[src/design/color_bar_pkg.sv]
package color_bar_pkg;

	typedef logic [31:0] pixel_t; // r, g, b bytes, low byte zero
	typedef logic [17:0] addr_t;
	typedef logic [15:0] coord_t;

	localparam int band_count = 3;
	localparam int max_segments = 11;

	// palette
	localparam pixel_t light_gray  = 32'hc0c0c000;
	localparam pixel_t yellow      = 32'hc0c00000;
	localparam pixel_t light_blue  = 32'h00c0c000;
	localparam pixel_t green       = 32'h00c00000;
	localparam pixel_t purple      = 32'hc000c000;
	localparam pixel_t red         = 32'hc0000000;
	localparam pixel_t blue        = 32'h0000c000;
	localparam pixel_t gray        = 32'h13131300;
	localparam pixel_t dark_blue   = 32'h00214c00;
	localparam pixel_t white       = 32'hffffff00;
	localparam pixel_t dark_purple = 32'h32006a00;
	localparam pixel_t mid_gray1   = 32'h09090900;
	localparam pixel_t mid_gray2   = 32'h1d1d1d00;

	// bars per band, top to bottom
	localparam int band_segments [band_count] = '{8, 8, 11};

	// bar widths in 1/32 of the image width, each row sums to 32
	localparam int band_units [band_count][max_segments] = '{
		'{4, 4, 4, 4, 4, 4, 4, 4, 0, 0, 0},
		'{4, 4, 4, 4, 4, 4, 4, 4, 0, 0, 0},
		'{4, 4, 4, 4, 1, 1, 1, 1, 4, 4, 4}
	};

	localparam pixel_t band_colors [band_count][max_segments] = '{
		'{
			light_gray, yellow, light_blue, green,
			purple, red, blue, white,
			32'h0, 32'h0, 32'h0
		},
		'{
			blue, gray, purple, gray,
			light_blue, gray, light_gray, gray,
			32'h0, 32'h0, 32'h0
		},
		'{
			dark_blue, white, dark_purple, gray,
			mid_gray1, gray, mid_gray2, mid_gray1, // the four narrow bars
			gray, light_gray, gray
		}
	};

	// band heights in quarters of the image height
	localparam int band_row_units [band_count] = '{2, 1, 1};

endpackage

[src/design/raster_scanner.sv]
`timescale 1ns/1ps

module raster_scanner #(
	parameter int img_width = 320,
	parameter int img_height = 240
) (
	input logic clk,
	input logic reset,
	input logic pause,
	input logic enable,
	input color_bar_pkg::addr_t starting_address,
	input logic frame_written,
	output color_bar_pkg::coord_t scan_x,
	output color_bar_pkg::coord_t scan_y,
	output color_bar_pkg::addr_t scan_addr,
	output logic scan_valid,
	output logic scan_last,
	output logic done
);

	typedef enum logic [1:0] {
		idle,
		scanning,
		draining,
		finished
	} state_t;

	localparam color_bar_pkg::coord_t last_x = color_bar_pkg::coord_t'(img_width - 1);
	localparam color_bar_pkg::coord_t last_y = color_bar_pkg::coord_t'(img_height - 1);

	state_t state;
	color_bar_pkg::coord_t x_cnt;
	color_bar_pkg::coord_t y_cnt;
	color_bar_pkg::addr_t addr_cnt;
	logic at_last;

	assign at_last = (x_cnt == last_x) && (y_cnt == last_y);

	always_ff @(posedge clk) begin
		if (reset) begin
			state <= idle;
			scan_valid <= 1'b0;
			scan_last <= 1'b0;
			done <= 1'b0;
		end else if (!pause) begin
			case (state)
				idle: begin
					if (enable)
						state <= scanning;
				end
				scanning: begin
					scan_valid <= 1'b1;
					scan_last <= at_last;
					if (at_last)
						state <= draining;
				end
				draining: begin
					scan_valid <= 1'b0;
					scan_last <= 1'b0;
					if (frame_written) begin // last pixel is in memory
						done <= 1'b1;
						state <= finished;
					end
				end
				finished: begin
					if (!enable) begin // re-arm
						done <= 1'b0;
						state <= idle;
					end
				end
				default: state <= idle;
			endcase
		end
	end

	// coordinate and address counters, qualified by scan_valid
	always_ff @(posedge clk) begin
		if (!pause) begin
			if (state == idle && enable) begin
				addr_cnt <= starting_address;
				x_cnt <= '0;
				y_cnt <= '0;
			end else if (state == scanning) begin
				scan_x <= x_cnt;
				scan_y <= y_cnt;
				scan_addr <= addr_cnt;
				addr_cnt <= addr_cnt + 1'b1; // wraps in 18 bits
				if (x_cnt == last_x) begin
					x_cnt <= '0;
					y_cnt <= y_cnt + 1'b1;
				end else begin
					x_cnt <= x_cnt + 1'b1;
				end
			end
		end
	end

endmodule

[src/design/band_painter.sv]
`timescale 1ns/1ps

module band_painter #(
	parameter int img_width = 320,
	parameter int img_height = 240,
	parameter int band = 0
) (
	input logic clk,
	input logic reset,
	input logic pause,
	input color_bar_pkg::coord_t scan_x,
	input color_bar_pkg::coord_t scan_y,
	input logic scan_valid,
	output logic hit,
	output color_bar_pkg::pixel_t color
);

	typedef logic [color_bar_pkg::max_segments-1:0][15:0] edge_vec_t;

	function automatic int rows_above(int b);
		int sum;
		sum = 0;
		for (int i = 0; i < b; i++)
			sum += color_bar_pkg::band_row_units[i];
		return sum;
	endfunction

	// exclusive right edge of every bar, in pixels
	function automatic edge_vec_t calc_edges(int unit);
		edge_vec_t edges;
		int sum;
		sum = 0;
		for (int s = 0; s < color_bar_pkg::max_segments; s++) begin
			sum += color_bar_pkg::band_units[band][s];
			edges[s] = 16'(sum * unit);
		end
		return edges;
	endfunction

	localparam int row_unit = img_height / 4;
	localparam int first_row = row_unit * rows_above(band);
	localparam int last_row = first_row + row_unit * color_bar_pkg::band_row_units[band] - 1;
	localparam int seg_count = color_bar_pkg::band_segments[band];
	localparam edge_vec_t bar_edge = calc_edges(img_width / 32);

	logic in_band;
	color_bar_pkg::pixel_t bar_color;

	assign in_band = scan_valid && (int'(scan_y) >= first_row) && (int'(scan_y) <= last_row);

	// first bar whose right edge lies beyond scan_x
	always_comb begin
		logic found;
		found = 1'b0;
		bar_color = color_bar_pkg::band_colors[band][0];
		for (int s = 0; s < color_bar_pkg::max_segments; s++) begin
			if (!found && s < seg_count && scan_x < bar_edge[s]) begin
				bar_color = color_bar_pkg::band_colors[band][s];
				found = 1'b1;
			end
		end
	end

	always_ff @(posedge clk) begin
		if (reset)
			hit <= 1'b0;
		else if (!pause)
			hit <= in_band;
	end

	always_ff @(posedge clk) begin
		if (!pause && in_band)
			color <= bar_color;
	end

endmodule

[src/design/frame_writer.sv]
`timescale 1ns/1ps

module frame_writer (
	input logic clk,
	input logic reset,
	input logic pause,
	input color_bar_pkg::addr_t scan_addr,
	input logic scan_last,
	input logic [color_bar_pkg::band_count-1:0] hit,
	input color_bar_pkg::pixel_t color [color_bar_pkg::band_count],
	output color_bar_pkg::pixel_t data_write,
	output color_bar_pkg::addr_t addr,
	output logic wren,
	output logic frame_written
);

	color_bar_pkg::addr_t addr_d; // lines up with painter outputs
	logic last_d;
	color_bar_pkg::pixel_t sel_color;
	logic any_hit;
	logic wren_q;
	logic written_q;

	assign any_hit = |hit;

	// bands do not overlap so at most one hit is set
	always_comb begin
		sel_color = '0;
		for (int b = 0; b < color_bar_pkg::band_count; b++) begin
			if (hit[b])
				sel_color = color[b];
		end
	end

	always_ff @(posedge clk) begin
		if (!pause)
			addr_d <= scan_addr;
	end

	always_ff @(posedge clk) begin
		if (reset) begin
			last_d <= 1'b0;
			wren_q <= 1'b0;
			written_q <= 1'b0;
			data_write <= '0;
			addr <= '0;
		end else if (!pause) begin
			last_d <= scan_last;
			wren_q <= any_hit;
			written_q <= any_hit && last_d;
			if (any_hit) begin
				data_write <= sel_color;
				addr <= addr_d;
			end
		end
	end

	// a held write only counts once pause drops
	assign wren = wren_q && !pause;
	assign frame_written = written_q && !pause;

endmodule

[src/design/color_bar_gen.sv]
`timescale 1ns/1ps

module color_bar_gen #(
	parameter int img_width = 320,
	parameter int img_height = 240
) (
	input logic clk,
	input logic reset,
	input logic pause,
	input logic enable,
	input color_bar_pkg::addr_t starting_address,
	output color_bar_pkg::pixel_t data_write,
	output color_bar_pkg::addr_t addr,
	output logic wren,
	output logic done
);

	color_bar_pkg::coord_t scan_x;
	color_bar_pkg::coord_t scan_y;
	color_bar_pkg::addr_t scan_addr;
	logic scan_valid;
	logic scan_last;
	logic frame_written;
	logic [color_bar_pkg::band_count-1:0] hit;
	color_bar_pkg::pixel_t color [color_bar_pkg::band_count];

	raster_scanner #(
		.img_width(img_width),
		.img_height(img_height)
	) i_scanner (
		.clk(clk),
		.reset(reset),
		.pause(pause),
		.enable(enable),
		.starting_address(starting_address),
		.frame_written(frame_written),
		.scan_x(scan_x),
		.scan_y(scan_y),
		.scan_addr(scan_addr),
		.scan_valid(scan_valid),
		.scan_last(scan_last),
		.done(done)
	);

	// one painter per horizontal band
	for (genvar i = 0; i < color_bar_pkg::band_count; i++) begin : g_band
		band_painter #(
			.img_width(img_width),
			.img_height(img_height),
			.band(i)
		) i_painter (
			.clk(clk),
			.reset(reset),
			.pause(pause),
			.scan_x(scan_x),
			.scan_y(scan_y),
			.scan_valid(scan_valid),
			.hit(hit[i]),
			.color(color[i])
		);
	end

	frame_writer i_writer (
		.clk(clk),
		.reset(reset),
		.pause(pause),
		.scan_addr(scan_addr),
		.scan_last(scan_last),
		.hit(hit),
		.color(color),
		.data_write(data_write),
		.addr(addr),
		.wren(wren),
		.frame_written(frame_written)
	);

endmodule

[config.mk]
export PLATFORM = sky130hd
export DESIGN_NAME = color_bar_gen
export DESIGN_NICKNAME = d
export VERILOG_FILES = /design/src/design/color_bar_pkg.sv /design/src/design/raster_scanner.sv /design/src/design/band_painter.sv /design/src/design/frame_writer.sv /design/src/design/color_bar_gen.sv
export SDC_FILE = /design/constraint.sdc
export NUM_CORES = 1
export LEC_CHECK = 0
export CORE_AREA = 2 2 127 129
export DETAILED_ROUTE_END_ITERATION = 12
export DIE_AREA = 0 0 129 131
export DONT_BUFFER_PORTS = 1
export GPL_TIMING_DRIVEN = 0
export PLACE_DENSITY = 0.8
export SYNTH_ARGS = -nofsm -noshare
export SYNTH_HDL_FRONTEND = slang
export SYNTH_HIERARCHICAL = 1
export SYNTH_SLANG_ARGS = --single-unit
[constraint.sdc]
create_clock -name clk -period 11.4 [get_ports clk]
set_input_delay 1.14 -clock clk [delete_from_list [all_inputs] [get_ports clk]]
set_output_delay 1.14 -clock clk [all_outputs]
set_load 0.02 [all_outputs]
### Word level (Yosys, flattened, before mapping)

Index checks and enable logic that the tools add are counted.

| word-level totals | value |
|---|---|
| flip-flop bits (word level) | 275 |
| output and inout bits | 52 |
| input bits | 22 |

| cells by class | value |
|---|---|
| bitwise operators | 2 |
| add/sub/neg operators | 3 |
| $lt $le $gt $ge | 16 |
| reduce and logical (&&, ||, !) cells | 60 |
| mux-type cells | 53 |
| equal/unequal tests | 9 |

Operator list:

| cell | number |
|---|---|
| two-way mux 32 bit | 22 |
| < comparator 16 x 8 -> 1 bit, second input constant | 6 |
| two-way mux 16 bit | 5 |
| two-way mux 18 bit | 2 |
| adder 16 x 1 -> 16 bit, second input constant | 2 |
| <= comparator 16 x 8 -> 1 bit, second input constant | 2 |
| < comparator 16 x 7 -> 1 bit, second input constant | 2 |
| < comparator 16 x 9 -> 1 bit, second input constant | 2 |
| two-way mux 29 bit | 1 |
| logical AND 1 bit | 27 |
| adder 18 x 1 -> 18 bit, second input constant | 1 |
| equality test 16 x 8 -> 1 bit, second input constant | 1 |
| equality test 16 x 9 -> 1 bit, second input constant | 1 |
| greater-or-equal comparator 16 x 7 -> 1 bit, second input constant | 1 |
| greater-or-equal comparator 16 x 8 -> 1 bit, second input constant | 1 |
| <= comparator 16 x 7 -> 1 bit, second input constant | 1 |
| < comparator 16 x 6 -> 1 bit, second input constant | 1 |
| two-way mux 1 bit | 15 |
| logical NOT 1 bit | 14 |
| OR reduction 9 bit | 1 |
| two-way mux 2 bit | 4 |
| one-hot mux 2 bit (4 select lines) | 1 |
| nonzero test 2 bit | 4 |
| OR reduction 8 bit | 1 |
| 15 further kinds | 25 |

### Logic depth before layout (Yosys ltp)

| depth | value |
|---|---|
| word-level depth | 32 |
| mapped depth | 7 |
| mapped depth without buffers | 7 |

### Modules after synthesis

The synthesis kept the hierarchy.

Modules (own cells, without submodules):

| module | area an instance (µm²) | cells an instance | instances |
|---|---|---|---|
| raster_scanner | 4,565.6 | 346 | 1 |
| frame_writer | 2,980.4 | 270 | 1 |
| band_painter at g_band[2].i_painter | 1,111.1 | 117 | 1 |
| band_painter at g_band[1].i_painter | 650.6 | 82 | 1 |
| band_painter at g_band[0].i_painter | 551.8 | 68 | 1 |

### Worst setup path after synthesis

No wires, ideal clock.

| timing | value |
|---|---|
| path type | input to register |
| start | input port enable |
| end | register i_scanner.scan_addr[0] (enable) |
| stages on the path | 4 |
| required time | 10.869 ns |
| setup slack | 5.548 ns |
| data arrival time | 5.321 ns |
| path buffers | 2 |
| cells stage by stage | and2_1 -> clkbuf_1 -> clkbuf_1 -> nor3b_1 |

| between the ends | value |
|---|---|
| longest elaborated chain between the ends | 3 |

RTL lines:

| element | RTL line | text |
|---|---|---|
| from (decl) | color_bar_gen.sv:10 | `input logic enable,` |
| logical AND 1 bit | raster_scanner.sv:79 | `if (state == idle && enable) begin` |
| NOT 1 bit (no source line) | -- |  |
| AND reduction 3 bit (no source line) | -- |  |
| to (signal assigned) | raster_scanner.sv:86 | `scan_addr <= addr_cnt;` |
| to (decl) | raster_scanner.sv:15 | `output color_bar_pkg::addr_t scan_addr,` |

Every way passes these cells.
A chain may end at the register's enable or synchronous reset.

### Final worst setup path

| timing | value |
|---|---|
| start | input port pause |
| end | output port wren |

| between the ends | value |
|---|---|
| longest elaborated chain between the ends | 2 |

RTL lines:

| element | RTL line | text |
|---|---|---|
| from (decl) | color_bar_gen.sv:9 | `input logic pause,` |
| logical NOT 1 bit | -- |  |
| logical AND 1 bit | frame_writer.sv:59 | `assign wren = wren_q && !pause;` |
| to (decl) | color_bar_gen.sv:14 | `output logic wren,` |

Every way passes these cells.

==> results_dict.tcl <==
set metrics [dict create \
    slowest_delay_ps 420 \
    clk-insertion-delay-late_ps 440 \
    dr.first_iter.drc_count 552 \
    critPathArrivalTime_ps 1780 \
    cts.sinks 198 \
    synthCells 880 \
    min_period_ps 2920 \
    num-fill-cells 1107 \
    crit_path_end_kind "output port" \
    num_vias 6701 \
    dieArea_um2 16900 \
    netlist_area_um2 9770 \
    ctsResizeCount 0 \
    comb_power_share_pct 9.8 \
    hold_class "flop to flop" \
    io_buffers 0 \
    slew_violations 0 \
    fin_nets 963 \
    finalSetupTns_ps 0 \
    syn_to_final_growth_pct 11.0 \
    cp_num_buf_inv 1 \
    cellPowerDensity_nw_per_um2 153 \
    core_um2 15600 \
    vdd_drop_max_mv 0.115 \
    fp-row-count 46 \
    relSlewSlack_pct 21.6 \
    rsz0062_at_grt "false" \
    grt_overflow 0 \
    hpwl_mm 13.0 \
    cp_max_fo 19 \
    placed_cell_area_um2 10200 \
    ant_nets 0 \
    yosys_warnings 6 \
    globalRouteTotalUtil_pct 22.8 \
    clockRootBuffer "clkbuf_16" \
    wl_per_cell_um 16.1 \
    grt_pass1_wl_mm 30.1 \
    outcome "completed" \
    maxCapViolCount 0 \
    p_switching_mw 0.442 \
    antenna_found_initial 0 \
    synth.avg_cell_area_um2 11.1 \
    post-cts-setup-buffers 0 \
    start_util_pct 62.6 \
    cp-start-kind "input pin" \
    finalSetupViolCount 0 \
    pin_count 74 \
    design_area_um2 10800 \
    route.detailed.drc 0 \
    place_congestion 0.906 \
    p_int_mw 1.22 \
    grt_pass1_vias 6123 \
    period_share_pct 25.6 \
    dieHeight_um 131 \
    slowest_stage "nor2b_1" \
    leakagePower_nw 3.68 \
    holdBufCountCts 0 \
    drive_above_1_share_pct 16.1 \
    first_pass_iters 5 \
    tightest_slew_ps 1180 \
    path_delay_family "simple AND/OR/NAND/NOR gates" \
    power_frac_seq_pct 53.0 \
    die_x_um 129 \
    cts_made_buffers 17 \
    sw_frac_of_total_pct 26.6 \
    clkPwrFrac_pct 37.2 \
    wl_mm 18.8 \
    clk_pin_slew_ps 80 \
    clock_path_buffers 2 \
    antennaDiodeCount 0 \
    hold_viol 0 \
    cp_cell_sequence "clkbuf_1 -> nor2b_1" \
    fin_skew_ps 16.2 \
    cts_tree "built" \
    vias_per_cell 5.76 \
    multiInputGateArea_um2 3720 \
    fmax_ghz 0.342 \
    cp.required_ps 10260 \
    htreeDepth 4 \
    seqCellArea_um2 5340 \
    worstSetupPathType "input pin to output port" \
    grt_start_max_net_pins 36 \
]
==> power groups by stage <==
stage	Sequential, mW	Combinational, mW	Clock, mW
final	0.880	0.163	0.618
after global routing	0.887	0.182	0.655
after CTS	0.879	0.162	0.627
after detailed placement	0.895	0.160	0
after global placement	0.895	0.152	0
after floorplan	0.883	0.127	0
==> area by class of cell <==
| type | instances | share of cell area (%) |
|---|---|---|
| buffer | 118 | 7.27 |
| clock buffer | 17 | 3.92 |
| clock inverter | 15 | 1.85 |
| inverter | 14 | 0.485 |
| multi-input combinational | 580 | 34.4 |
| sequential | 198 | 49.2 |
| tap | 216 | 2.49 |
| timing repair buffer | 5 | 0.427 |
==> routing by layer <==
layer	vias up	track usage, %	share of wire, %
met5	-	0	0
met4	0	8.12	1.7
met2	163	39.3	50
met1	3209	28.9	43
li1	3308	-	-
met3	21	4.80	5.0
==> sequential cells by signal, summed over array words and instances (netlist names) <==
register,flops
i_writer/addr_d,18
i_writer/addr,18
i_scanner/scan_addr,18
i_writer/data_write,32
i_scanner/scan_y,14
i_writer/wren_q,1
i_writer/written_q,1
g_band.i_painter/hit,3
i_scanner/scan_last,1
i_scanner/x_cnt,16
i_scanner/y_cnt,16
i_scanner/scan_x,15
i_scanner/scan_valid,1
i_scanner/addr_cnt,18
g_band.i_painter/color,22
i_scanner/done,1
i_scanner/state,2
i_writer/last_d,1
==> per-stage QoR <==
step / power [mW] / utilization (%) / setup slack [ps] / hold slack (ps) / std cells
4_1_cts: 1.67 / 69.5 / 8480 / 424 / 1163
5_1_grt: 1.72 / 69.5 / 8360 / 442 / 1163
2_1_floorplan: 1.01 / - / 5770 / 400 / 910
3_3_place_gp: 1.05 / 65.1 / 4520 / 402 / 1126
3_5_place_dp: 1.06 / 65.5 / 8140 / 405 / 1131
6_report: 1.66 / 69.5 / 8480 / 422 / 1163
==> placed cells by master, fill, tap and decap left out, types with 20 or more instances in the layout <==
cell      instances
a221o_1          30
nor2_1           54
clkbuf_1         23
nand2b_1         36
edfxtp_1        137
nand2_1          63
dfxtp_1          61
nand3_1          44
xnor2_1          20
buf_4            78
conb_1           33
a32o_1           32
xor2_1           23
a21oi_1          34
o21ai_0          48
==> worst paths after layout <==
path	startpoint	endpoint	slack, ps	depth (start not counted)
setup / recovery	pause	wren	8480	2
hold reg to reg	i_scanner/scan_addr[13]	i_writer/addr_d[13]	420	0
hold / removal	i_scanner/scan_addr[13]	i_writer/addr_d[13]	420	0
setup reg to reg	i_scanner/state[1]	i_scanner/scan_x[10]	8530	8
(Power assumes the default switching activity.)
